### src/design/mips_settings.svh
`ifndef MIPS_SETTINGS_SVH
`define MIPS_SETTINGS_SVH

// Datapath
`define WORD_WIDTH      32
`define REG_ADDR_WIDTH  5
`define RESET_PC        32'h0000_0000

// Primary opcodes
`define OP_RTYPE  6'h00
`define OP_J      6'h02
`define OP_BEQ    6'h04
`define OP_BNE    6'h05
`define OP_ADDIU  6'h09
`define OP_ANDI   6'h0C
`define OP_ORI    6'h0D
`define OP_LUI    6'h0F
`define OP_LW     6'h23
`define OP_SW     6'h2B

// R-type funct field
`define FN_ADDU   6'h21
`define FN_SUBU   6'h23
`define FN_AND    6'h24
`define FN_OR     6'h25
`define FN_SLT    6'h2A

// ALU operations
`define ALU_ADD   3'd0
`define ALU_SUB   3'd1
`define ALU_AND   3'd2
`define ALU_OR    3'd3
`define ALU_SLT   3'd4
`define ALU_LUI   3'd5

// Immediate extension modes
`define IMM_SIGN  2'd0
`define IMM_ZERO  2'd1
`define IMM_UPPER 2'd2

// Forwarding sources
`define FWD_REG   2'd0
`define FWD_MEM   2'd1
`define FWD_WB    2'd2

`endif
### src/design/mipsPkg.sv
`include "mips_settings.svh"

package mipsPkg;

	typedef logic [`WORD_WIDTH-1:0]     word;
	typedef logic [`REG_ADDR_WIDTH-1:0] regIdx;
	typedef logic [2:0]                 aluOp;
	typedef logic [1:0]                 fwdSel;    // Register file, MEM or WB

	// Decoded control, travels with the instruction into execute
	typedef struct packed {
		aluOp       aluCtl;
		logic [1:0] immSrc;    // Sign, zero or upper
		logic       useImm;
		logic       dstRd;     // Destination is rd, else rt
		logic       regWrite;
		logic       memRead;
		logic       memWrite;
	} ctrlBundle;

	typedef struct packed {
		word pc4;
		word instr;
	} ifIdReg;

	typedef struct packed {
		word       instr;
		word       readA;
		word       readB;
		ctrlBundle ctrl;
	} idExReg;

	typedef struct packed {
		word   aluResult;
		word   storeData;
		regIdx dest;
		logic  regWrite;
		logic  memRead;
		logic  memWrite;
	} exMemReg;

	typedef struct packed {
		word   writeData;
		regIdx dest;
		logic  regWrite;
	} memWbReg;

	// Data memory port
	typedef struct packed {
		word  address;
		word  writeData;
		logic read;
		logic write;
	} dataBus;

endpackage

### src/design/mipsPipeline.sv
module mipsPipeline (
	input  logic            iCLK,
	input  logic            iRST,
	output mipsPkg::word    instrAddr,
	input  mipsPkg::word    instrData,
	output mipsPkg::dataBus dBus,
	input  mipsPkg::word    dataRead,
	input  mipsPkg::regIdx  regSelect,
	output mipsPkg::word    regValue
);
	import mipsPkg::*;

	// Pipeline registers
	ifIdReg  ifId;
	idExReg  idEx;
	exMemReg exMem;
	memWbReg memWb;

	logic  stall;
	logic  redirect;
	logic  branchUse;
	word   target;
	fwdSel fwdA;
	fwdSel fwdB;
	fwdSel fwdBranchA;
	fwdSel fwdBranchB;

	fetchStage i_fetchStage (
		.iCLK      (iCLK),
		.iRST      (iRST),
		.stall     (stall),
		.redirect  (redirect),
		.target    (target),
		.instrData (instrData),
		.pc        (instrAddr),
		.ifId      (ifId)
	);

	decodeStage i_decodeStage (
		.iCLK       (iCLK),
		.iRST       (iRST),
		.ifId       (ifId),
		.memWb      (memWb),
		.exMemAlu   (exMem.aluResult),
		.fwdBranchA (fwdBranchA),
		.fwdBranchB (fwdBranchB),
		.stall      (stall),
		.redirect   (redirect),
		.target     (target),
		.branchUse  (branchUse),
		.idEx       (idEx),
		.regSelect  (regSelect),
		.regValue   (regValue)
	);

	executeStage i_executeStage (
		.iCLK   (iCLK),
		.iRST   (iRST),
		.idEx   (idEx),
		.fwdA   (fwdA),
		.fwdB   (fwdB),
		.memAlu (exMem.aluResult),
		.wbData (memWb.writeData),
		.exMem  (exMem)
	);

	memoryStage i_memoryStage (
		.iCLK     (iCLK),
		.iRST     (iRST),
		.exMem    (exMem),
		.dataRead (dataRead),
		.dBus     (dBus),
		.memWb    (memWb)
	);

	hazardUnit i_hazardUnit (
		.ifId       (ifId),
		.idEx       (idEx),
		.exMem      (exMem),
		.memWb      (memWb),
		.branchUse  (branchUse),
		.stall      (stall),
		.fwdA       (fwdA),
		.fwdB       (fwdB),
		.fwdBranchA (fwdBranchA),
		.fwdBranchB (fwdBranchB)
	);

endmodule

### src/design/hazardUnit.sv
`include "mips_settings.svh"

module hazardUnit (
	input  mipsPkg::ifIdReg  ifId,
	input  mipsPkg::idExReg  idEx,
	input  mipsPkg::exMemReg exMem,
	input  mipsPkg::memWbReg memWb,
	input  logic             branchUse,
	output logic             stall,
	output mipsPkg::fwdSel   fwdA,
	output mipsPkg::fwdSel   fwdB,
	output mipsPkg::fwdSel   fwdBranchA,
	output mipsPkg::fwdSel   fwdBranchB
);
	import mipsPkg::*;

	regIdx idRs;
	regIdx idRt;
	regIdx exDest;
	logic  loadUse;
	logic  branchWait;

	// Newest producer wins
	function automatic fwdSel pickFwd(input regIdx src);
		if (src != '0 && exMem.regWrite && exMem.dest == src) begin
			return `FWD_MEM;
		end else if (src != '0 && memWb.regWrite && memWb.dest == src) begin
			return `FWD_WB;
		end
		return `FWD_REG;
	endfunction

	function automatic logic needs(input regIdx dst);
		return dst != '0 && (dst == idRs || dst == idRt);
	endfunction

	assign idRs   = ifId.instr[25:21];
	assign idRt   = ifId.instr[20:16];
	assign exDest = idEx.ctrl.dstRd ? idEx.instr[15:11] : idEx.instr[20:16];

	always_comb begin
		loadUse    = idEx.ctrl.memRead && needs(exDest);
		// Compare in decode needs values not yet produced
		branchWait = branchUse && ((idEx.ctrl.regWrite && needs(exDest))
			|| (exMem.memRead && needs(exMem.dest)));
		stall      = loadUse | branchWait;

		fwdA = pickFwd(idEx.instr[25:21]);
		fwdB = pickFwd(idEx.instr[20:16]);

		// Only the MEM-stage ALU result reaches the compare
		fwdBranchA = (idRs != '0 && exMem.regWrite && !exMem.memRead && exMem.dest == idRs)
			? `FWD_MEM : `FWD_REG;
		fwdBranchB = (idRt != '0 && exMem.regWrite && !exMem.memRead && exMem.dest == idRt)
			? `FWD_MEM : `FWD_REG;
	end

endmodule

### src/design/memoryStage.sv
module memoryStage (
	input  logic             iCLK,
	input  logic             iRST,
	input  mipsPkg::exMemReg exMem,
	input  mipsPkg::word     dataRead,
	output mipsPkg::dataBus  dBus,
	output mipsPkg::memWbReg memWb
);
	import mipsPkg::*;

	word result;

	// Strobes straight from EX/MEM, low while in reset
	assign dBus.address   = exMem.aluResult;
	assign dBus.writeData = exMem.storeData;
	assign dBus.read      = exMem.memRead;
	assign dBus.write     = exMem.memWrite;

	assign result = exMem.memRead ? dataRead : exMem.aluResult;

	always_ff @(posedge iCLK or posedge iRST) begin
		if (iRST) begin
			memWb <= '0;
		end else begin
			memWb <= '{writeData: result, dest: exMem.dest, regWrite: exMem.regWrite};
		end
	end

endmodule

### src/design/executeStage.sv
`include "mips_settings.svh"

module executeStage (
	input  logic             iCLK,
	input  logic             iRST,
	input  mipsPkg::idExReg  idEx,
	input  mipsPkg::fwdSel   fwdA,
	input  mipsPkg::fwdSel   fwdB,
	input  mipsPkg::word     memAlu,
	input  mipsPkg::word     wbData,
	output mipsPkg::exMemReg exMem
);
	import mipsPkg::*;

	word   opA;
	word   regB;    // Forwarded rt, also the store data
	word   opB;
	word   immExt;
	word   aluOut;
	regIdx dest;

	function automatic word fwdMux(input fwdSel sel, input word regVal,
			input word memVal, input word wbVal);
		case (sel)
			`FWD_MEM: return memVal;
			`FWD_WB:  return wbVal;
			default:  return regVal;
		endcase
	endfunction

	always_comb begin
		opA  = fwdMux(fwdA, idEx.readA, memAlu, wbData);
		regB = fwdMux(fwdB, idEx.readB, memAlu, wbData);
		case (idEx.ctrl.immSrc)
			`IMM_ZERO:  immExt = {16'h0000, idEx.instr[15:0]};
			`IMM_UPPER: immExt = {idEx.instr[15:0], 16'h0000};
			default:    immExt = {{16{idEx.instr[15]}}, idEx.instr[15:0]};
		endcase
		opB = idEx.ctrl.useImm ? immExt : regB;
	end

	always_comb begin
		case (idEx.ctrl.aluCtl)
			`ALU_ADD: aluOut = opA + opB;
			`ALU_SUB: aluOut = opA - opB;
			`ALU_AND: aluOut = opA & opB;
			`ALU_OR:  aluOut = opA | opB;
			`ALU_SLT: aluOut = {{(`WORD_WIDTH-1){1'b0}}, $signed(opA) < $signed(opB)};
			`ALU_LUI: aluOut = opB;    // Already moved to the upper half
			default:  aluOut = '0;
		endcase
	end

	assign dest = idEx.ctrl.dstRd ? idEx.instr[15:11] : idEx.instr[20:16];

	always_ff @(posedge iCLK or posedge iRST) begin
		if (iRST) begin
			exMem <= '0;
		end else begin
			exMem.aluResult <= aluOut;
			exMem.storeData <= regB;
			exMem.dest      <= dest;
			exMem.regWrite  <= idEx.ctrl.regWrite;
			exMem.memRead   <= idEx.ctrl.memRead;
			exMem.memWrite  <= idEx.ctrl.memWrite;
		end
	end

endmodule

### src/design/decodeStage.sv
`include "mips_settings.svh"

module decodeStage (
	input  logic             iCLK,
	input  logic             iRST,
	input  mipsPkg::ifIdReg  ifId,
	input  mipsPkg::memWbReg memWb,
	input  mipsPkg::word     exMemAlu,
	input  mipsPkg::fwdSel   fwdBranchA,
	input  mipsPkg::fwdSel   fwdBranchB,
	input  logic             stall,
	output logic             redirect,
	output mipsPkg::word     target,
	output logic             branchUse,
	output mipsPkg::idExReg  idEx,
	input  mipsPkg::regIdx   regSelect,
	output mipsPkg::word     regValue
);
	import mipsPkg::*;

	word       readA;
	word       readB;
	word       cmpA;
	word       cmpB;
	word       branchTarget;
	word       jumpTarget;
	ctrlBundle ctrl;
	logic      branchEq;
	logic      branchNe;
	logic      jump;
	logic      equal;

	registerFile i_registerFile (
		.iCLK        (iCLK),
		.iRST        (iRST),
		.readAddrA   (ifId.instr[25:21]),    // rs
		.readAddrB   (ifId.instr[20:16]),    // rt
		.writeAddr   (memWb.dest),
		.writeData   (memWb.writeData),
		.writeEnable (memWb.regWrite),
		.readA       (readA),
		.readB       (readB),
		.dispSelect  (regSelect),
		.dispValue   (regValue)
	);

	controlUnit i_controlUnit (
		.opcode   (ifId.instr[31:26]),
		.funct    (ifId.instr[5:0]),
		.ctrl     (ctrl),
		.branchEq (branchEq),
		.branchNe (branchNe),
		.jump     (jump)
	);

	// Early compare, MEM result bypassed in
	assign cmpA  = (fwdBranchA == `FWD_MEM) ? exMemAlu : readA;
	assign cmpB  = (fwdBranchB == `FWD_MEM) ? exMemAlu : readB;
	assign equal = (cmpA == cmpB);

	assign branchTarget = ifId.pc4 + {{14{ifId.instr[15]}}, ifId.instr[15:0], 2'b00};
	assign jumpTarget   = {ifId.pc4[31:28], ifId.instr[25:0], 2'b00};

	assign branchUse = branchEq | branchNe;
	assign redirect  = jump | (branchEq & equal) | (branchNe & ~equal);
	assign target    = jump ? jumpTarget : branchTarget;

	always_ff @(posedge iCLK or posedge iRST) begin
		if (iRST) begin
			idEx <= '0;
		end else if (stall) begin
			idEx <= '0;    // Bubble
		end else begin
			idEx <= '{instr: ifId.instr, readA: readA, readB: readB, ctrl: ctrl};
		end
	end

endmodule

### src/design/fetchStage.sv
`include "mips_settings.svh"

module fetchStage (
	input  logic            iCLK,
	input  logic            iRST,
	input  logic            stall,
	input  logic            redirect,
	input  mipsPkg::word    target,
	input  mipsPkg::word    instrData,
	output mipsPkg::word    pc,
	output mipsPkg::ifIdReg ifId
);
	import mipsPkg::*;

	word pc4;

	assign pc4 = pc + `WORD_WIDTH'd4;

	always_ff @(posedge iCLK or posedge iRST) begin
		if (iRST) begin
			pc   <= `RESET_PC;
			ifId <= '0;
		end else if (!stall) begin    // Stall holds PC and IF/ID
			pc <= redirect ? target : pc4;
			if (redirect) begin
				ifId <= '0;    // Squash the wrong-path fetch
			end else begin
				ifId <= '{pc4: pc4, instr: instrData};
			end
		end
	end

endmodule

### src/design/controlUnit.sv
`include "mips_settings.svh"

module controlUnit (
	input  logic [5:0]         opcode,
	input  logic [5:0]         funct,
	output mipsPkg::ctrlBundle ctrl,
	output logic               branchEq,
	output logic               branchNe,
	output logic               jump
);

	always_comb begin
		ctrl     = '0;    // Unknown codes decode as nop
		branchEq = 1'b0;
		branchNe = 1'b0;
		jump     = 1'b0;
		case (opcode)
			`OP_RTYPE: begin
				ctrl.dstRd    = 1'b1;
				ctrl.regWrite = 1'b1;
				case (funct)
					`FN_ADDU: ctrl.aluCtl = `ALU_ADD;
					`FN_SUBU: ctrl.aluCtl = `ALU_SUB;
					`FN_AND:  ctrl.aluCtl = `ALU_AND;
					`FN_OR:   ctrl.aluCtl = `ALU_OR;
					`FN_SLT:  ctrl.aluCtl = `ALU_SLT;
					default:  ctrl        = '0;
				endcase
			end
			`OP_ADDIU: ctrl = '{`ALU_ADD, `IMM_SIGN, 1'b1, 1'b0, 1'b1, 1'b0, 1'b0};
			`OP_ANDI:  ctrl = '{`ALU_AND, `IMM_ZERO, 1'b1, 1'b0, 1'b1, 1'b0, 1'b0};
			`OP_ORI:   ctrl = '{`ALU_OR, `IMM_ZERO, 1'b1, 1'b0, 1'b1, 1'b0, 1'b0};
			`OP_LUI:   ctrl = '{`ALU_LUI, `IMM_UPPER, 1'b1, 1'b0, 1'b1, 1'b0, 1'b0};
			// Address is base plus signed offset
			`OP_LW:    ctrl = '{`ALU_ADD, `IMM_SIGN, 1'b1, 1'b0, 1'b1, 1'b1, 1'b0};
			`OP_SW:    ctrl = '{`ALU_ADD, `IMM_SIGN, 1'b1, 1'b0, 1'b0, 1'b0, 1'b1};
			`OP_BEQ:   branchEq = 1'b1;
			`OP_BNE:   branchNe = 1'b1;
			`OP_J:     jump     = 1'b1;
			default:   ctrl     = '0;
		endcase
	end

endmodule

### src/design/registerFile.sv
`include "mips_settings.svh"

module registerFile (
	input  logic           iCLK,
	input  logic           iRST,
	input  mipsPkg::regIdx readAddrA,
	input  mipsPkg::regIdx readAddrB,
	input  mipsPkg::regIdx writeAddr,
	input  mipsPkg::word   writeData,
	input  logic           writeEnable,
	output mipsPkg::word   readA,
	output mipsPkg::word   readB,
	input  mipsPkg::regIdx dispSelect,
	output mipsPkg::word   dispValue
);
	import mipsPkg::*;

	localparam int NumRegs = 2 ** `REG_ADDR_WIDTH;

	word regs [NumRegs];

	// $zero first, then same-cycle write bypass
	function automatic word readPort(input regIdx addr);
		if (addr == '0) begin
			return '0;
		end else if (writeEnable && writeAddr == addr) begin
			return writeData;
		end
		return regs[addr];
	endfunction

	always_ff @(posedge iCLK or posedge iRST) begin
		if (iRST) begin
			for (int i = 0; i < NumRegs; i++) begin
				regs[i] <= '0;
			end
		end else if (writeEnable && writeAddr != '0) begin
			regs[writeAddr] <= writeData;
		end
	end

	always_comb begin
		readA = readPort(readAddrA);
		readB = readPort(readAddrB);
	end

	assign dispValue = regs[dispSelect];    // Register 0 never written

endmodule

### config.mk
export PLATFORM = sky130hd
export DESIGN_NAME = mipsPipeline
export DESIGN_NICKNAME = d
export VERILOG_FILES = /design/src/design/mipsPkg.sv /design/src/design/mipsPipeline.sv /design/src/design/hazardUnit.sv /design/src/design/memoryStage.sv /design/src/design/executeStage.sv /design/src/design/decodeStage.sv /design/src/design/fetchStage.sv /design/src/design/controlUnit.sv /design/src/design/registerFile.sv
export VERILOG_INCLUDE_DIRS = /design/src /design/src/design
export SDC_FILE = /design/constraint.sdc
export NUM_CORES = 2
export LEC_CHECK = 0
export BUFFER_PORTS_ARGS = -buffer_cell sky130_fd_sc_hd__buf_2
export CAP_MARGIN = 20
export CORE_MARGIN = 1
export CORE_UTILIZATION = 55
export CTS_CLUSTER_SIZE = 10
export DETAILED_ROUTE_END_ITERATION = 8
export MAX_ROUTING_LAYER = met4
export PLACE_DENSITY_LB_ADDON = 0.15
export SLEW_MARGIN = 5
export SYNTH_ARGS = -nofsm -noshare
export SYNTH_HDL_FRONTEND = slang
export SYNTH_SLANG_ARGS = --single-unit
export TNS_END_PERCENT = 20
### constraint.sdc
create_clock -name iCLK -period 99.7 [get_ports iCLK]
set_input_delay 4.985 -clock iCLK [delete_from_list [all_inputs] [get_ports iCLK]]
set_output_delay 4.985 -clock iCLK [all_outputs]
set_load 0.02 [all_outputs]
== After elaboration in Yosys (flattened, before gate mapping) ==
Cells that the tools add are included.

* Add/sub/neg operators: 4
* $lt $le $gt $ge: 6
* Equality and inequality tests: 38
* Muxes and demuxes: 53
* Bitwise operators: 13
* Reductions and logical operators: 40

{| class="wikitable"
|+ Operators with widths
! operator !! count
|-
| bitwise mux 1024 bit || 1
|-
| 2-to-1 mux 32 bit || 19
|-
| binary-select mux 32 bit (select 5 bit) || 3
|-
| case mux 32 bit (2 select lines) || 3
|-
| case mux 32 bit (6 select lines) || 1
|-
| demux 32 bit (select 5 bit) || 1
|-
| 2-to-1 mux 100 bit || 1
|-
| case mux 10 bit (7 select lines) || 1
|-
| adder 32 bit || 2
|-
| 2-to-1 mux 64 bit || 1
|-
| equality test 5 bit || 10
|-
| equality test 6 bit (second input constant) || 7
|-
| nonzero test 5 bit || 7
|-
| adder 32 x 3 -> 32 bit (second input constant) || 1
|-
| AND 32 bit || 1
|-
| equality test 32 bit || 1
|-
| < comparator 32 bit || 1
|-
| OR 32 bit || 1
|-
| subtractor 32 bit || 1
|-
| equality test 6 x 4 -> 1 bit (second input constant) || 4
|-
| >= comparator 6 bit (second input constant) || 4
|-
| logical AND 1 bit || 24
|-
| NOT 5 -> 6 bit || 4
|-
| 2-to-1 mux 1 bit || 13
|-
| other kinds (21) || 42
|}

* Bits in registers: 1330
* Bits of input ports: 71
* Output and inout bits: 130
* Logic and storage cells: 208

== Logic depth before layout (Yosys ltp) ==
* Depth in word-level cells: 12
* Gate-level depth with buffers: 26
* Gate-level depth less buffers: 23

== Cells and area by module ==
A second synthesis with hierarchy kept.

* Cell total of the unflattened synthesis: 7135
* Area, all modules: 86894.6 um^2

{| class="wikitable"
|+ By module, submodules not included
! module !! times used !! cells each !! area an instance (um^2)
|-
| registerFile || 1 || 4319 || 63158.1
|-
| executeStage || 1 || 1204 || 8749.6
|-
| decodeStage || 1 || 842 || 7233.2
|-
| fetchStage || 1 || 500 || 4825.9
|-
| memoryStage || 1 || 141 || 1994.4
|-
| hazardUnit || 1 || 93 || 696.9
|-
| controlUnit || 1 || 36 || 236.5
|}

== Least setup slack after synthesis ==
No wires, ideal clock.

* Path kind: in2out
* From: input regSelect[0]
* To: output regValue[0]
* Data arrival time: 7.450 ns
* Required time: 94.715 ns
* Path slack: 87.265 ns
* Stages: 6
* Buffers on the path: 3
* Cells stage by stage: clkbuf_1 > clkbuf_1 > buf_1 > mux4_2 > mux4_2 > mux2_2

* Longest elaborated chain between the ends: 4

{| class="wikitable"
|+ RTL lines
! element !! line !! RTL
|-
| start: declaration || mipsPipeline.sv:8 || <nowiki>input mipsPkg::regIdx regSelect,</nowiki>
|-
| NOT 5 -> 6 bit (implied by the code) || registerFile.sv:47 || <nowiki>assign dispValue = regs[dispSelect];</nowiki>
|-
| binary-select mux 32 bit (select 5 bit) || registerFile.sv:47 ||
|-
| 2-to-1 mux 32 bit (implied by the code) (2 in a row) || registerFile.sv:47 ||
|-
| end: declaration || mipsPipeline.sv:9 || <nowiki>output mipsPkg::word regValue</nowiki>
|}

No other way between the ends. The select of a mux whose other input is x is not followed.

== Worst setup path in the final report ==
* From: input regSelect[0]
* To: output regValue[25]

Same word-level chain as after synthesis.

==> qor.yml <==
run_status:
  status: "completed"
routing:
  drc: 0
  drtAntennaViolNets: 0
  drt_iter0_markers: 7802
  wl_per_cell_um: 33.3
  vias_per_cell: 7.13
  dr.pass1.iters: 7
  vias: 64426
  routed_wl_um: 301000
critical_path:
  rrSetupSlack_ns: 91.00
  timing.rr.end: "i_fetchStage.pc[27]"
  cp_max_fo: 81
  worstSetupStartpointType: "input pin"
  endpoint_kind: "output pin"
  critical_path_class: "input pin to output pin"
  worstPathRequired_ns: 94.72
  cp.arrival_ns: 9.88
  reg2reg_depth: 17
  reg2reg_from: "i_fetchStage.ifId[21]"
sta:
  holdWs_ns: 0.352
  worst_slack_ns: 84.84
  fin_skew_ns: 0.0348
  slew_viol_final: 0
  min_period_over_period_pct: 14.9
  worst_pin_slew_ns: 1.22
  finalCriticalPeriod_ns: 14.86
  rsz0062_at_grt: "false"
  fmax_mhz: 67.3
  setup_viol: 0
  slew_headroom_pct: 18.5
  hold_viol_final: 0
  setup_tns_ns: 0
floorplan:
  die-width_um: 395
  core_um2: 153000
  start_util_pct: 55.7
  die_h_um: 395
  die_area_um2: 156000
  rows: 143
  boundaryPins: 201
cts:
  clock_path_buffers: 3
  cts_htree_levels: 4
  cts_setup_buffers: 0
  cts_buffers: 158
  cts_hold_buf: 0
  clock_latency_ns: 0.81
  clk_pin_slew_ns: 0.05
  root_buffer: "clkbuf_16"
  cts_tree: "yes"
  cts-resized-gates: 0
  numClockSinks: 1330
logic_synthesis:
  synth_largest_area_cell: "dfrtp_1"
  yosysWarnings: 0
  synth.avg_cell_area_um2: 11.8
  ys_ff_latch: 1330
  yosys.cell_types.count: 87
  synth_nets: 7383
  synth_seq_area_share_pct: 39.2
  syn-cell-area_um2: 85000
  synth_area_leaders: "dfrtp_1, mux2_2, mux4_2"
  synthMostInstantiatedCell: "dfrtp_1"
  synthFlopType: "dfrtp_1"
  synth_top_area_share_pct: 39.2
  synth-edff-count: 0
  syn_inst: 7176
  async_flop_share_pct: 100
  ys_top_cells_by_count: "dfrtp_1, mux2_2, mux2i_1, mux4_2, clkbuf_1"
global_route:
  antenna_found_initial: 9
  grt_usage_pct: 39.5
  grt_max_degree: 169
  grt_pass1_wl_um: 442000
  grt_pass1_vias: 62744
  grt.overflow.total: 0
final_layout:
  fill_cells: 12309
  fin_area_um2: 91300
  multiInputGateArea_um2: 47800
  drive_gt1_share_pct: 31.4
  seq_area_um2: 33300
  final_util_pct: 59.8
  syn_to_final_growth_pct: 7.46
  layout.nets: 7137
placement:
  routabilityCongestion: 0.956
  dp_slack_ns: 84.69
  hpwlAfterDp_um: 182000
  post_dp_cell_area_um2: 86600
  numPortBuffers: 200
power:
  leakage_nw: 41.4
  power_density_nw_per_um2: 19.1
  peakVddDrop_uv: 21.8
hold_path:
  whs_path_depth: 0
  min_to: "i_executeStage.exMem[0]"
  worstHoldStart: "i_decodeStage.idEx[0]"
  hold_class: "flop to flop"
flow_run:
  cap_violations: 0
-- sequential cells by signal, summed over array words and instances, names as in the netlist --
signal and cells:
i_decodeStage.i_registerFile.regs 1024, i_decodeStage.idEx 100, i_executeStage.exMem 72, i_fetchStage.ifId 64, i_memoryStage.memWb 38, i_fetchStage.pc 32
-- routing by layer --
metal  routed length (um)  vias to the layer above  GRT usage [%]
met3                32400                      912           9.45
met4                19900                        0           21.5
met2               132000                     3790           56.4
met5                    0                        -              -
met1               117000                    33178           52.1
li1                     -                    26546              -
-- logic make-up (layout without fill, tap and decap cells) --
group	count (synthesis)	count (layout)	share of synthesized area (%)
buffers and inverters	913	730	4.95
adders and majority gates	136	136	2.03
other	0	12	0
xor gates and xnor gates	159	159	1.64
and+or+nand+nor	1098	1098	6.16
muxes	2339	2339	36.4
DFF	1330	1330	39.2
AOI/OAI and AO/OA	1201	1201	9.69
-- how the worst max path moves through the flow --
| stage | start | end | cells past startpoint |
|---|---|---|---|
| floorplan | iRST | i_decodeStage.i_registerFile.regs[0] | 1 |
| global placement | regSelect[0] | regValue[28] | 8 |
| detailed placement | regSelect[0] | regValue[28] | 8 |
| CTS | regSelect[0] | regValue[28] | 8 |
| global route | regSelect[0] | regValue[25] | 8 |
| finish | regSelect[0] | regValue[25] | 8 |
-- placed cells by master, fill, tap and decap left out, drive strengths merged, types with 11 or more instances in the layout --
cell	count
a211oi	11
a21o	40
a21oi	120
a221o	17
a221oi	21
a22o	19
a22oi	412
a31oi	18
and2	45
and3	35
buf	372
clkbuf	209
clkinv	11
dfrtp	1330
diode	12
ha	133
inv	137
mux2	1047
mux2i	799
mux4	493
nand2	376
nand2b	23
nand3	201
nand4	54
nor2	212
nor2b	28
nor3	41
nor3b	11
nor4	12
o211ai	38
o21ai	281
o21bai	21
o221a	11
o221ai	37
o22ai	52
o31ai	13
xnor2	104
xor2	55
-- power breakdown --
group | leakage, nW | internal, mW | switching [mW] | total, mW
combinational | 21.2 | 0.205 | 0.299 | 0.504
clock | 2.22 | 0.307 | 0.232 | 0.538
sequential | 18.0 | 0.611 | 0.0898 | 0.701
-- area by class of cell --
| type | count | share of cell area (%) |
|---|---|---|
| antenna | 12 | 0.0329 |
| clock inverter | 14 | 0.141 |
| timing repair buffer | 372 | 2.80 |
| inverter | 135 | 0.563 |
| clock buffer | 209 | 4.82 |
| sequential | 1330 | 36.5 |
| multi-input combinational | 4933 | 52.4 |
| tap | 2030 | 2.78 |
-- through the flow --
stage | cells | power, mW
2_1_floorplan | 7176 | 1.04
3_3_place_gp | 8793 | 1.18
3_5_place_dp | 8797 | 1.20
4_1_cts | 9020 | 1.73
5_1_grt | 9031 | 1.81
6_report | 9035 | 1.74
-- critical path, stage by stage --
cell	delay, ns
buf_8	0.64
buf_4	0.85
buf_4	0.88
buf_4	0.74
mux4_2	0.60
mux4_2	0.49
mux2_2	0.34
buf_2	0.18
(Power assumes the default switching activity.)
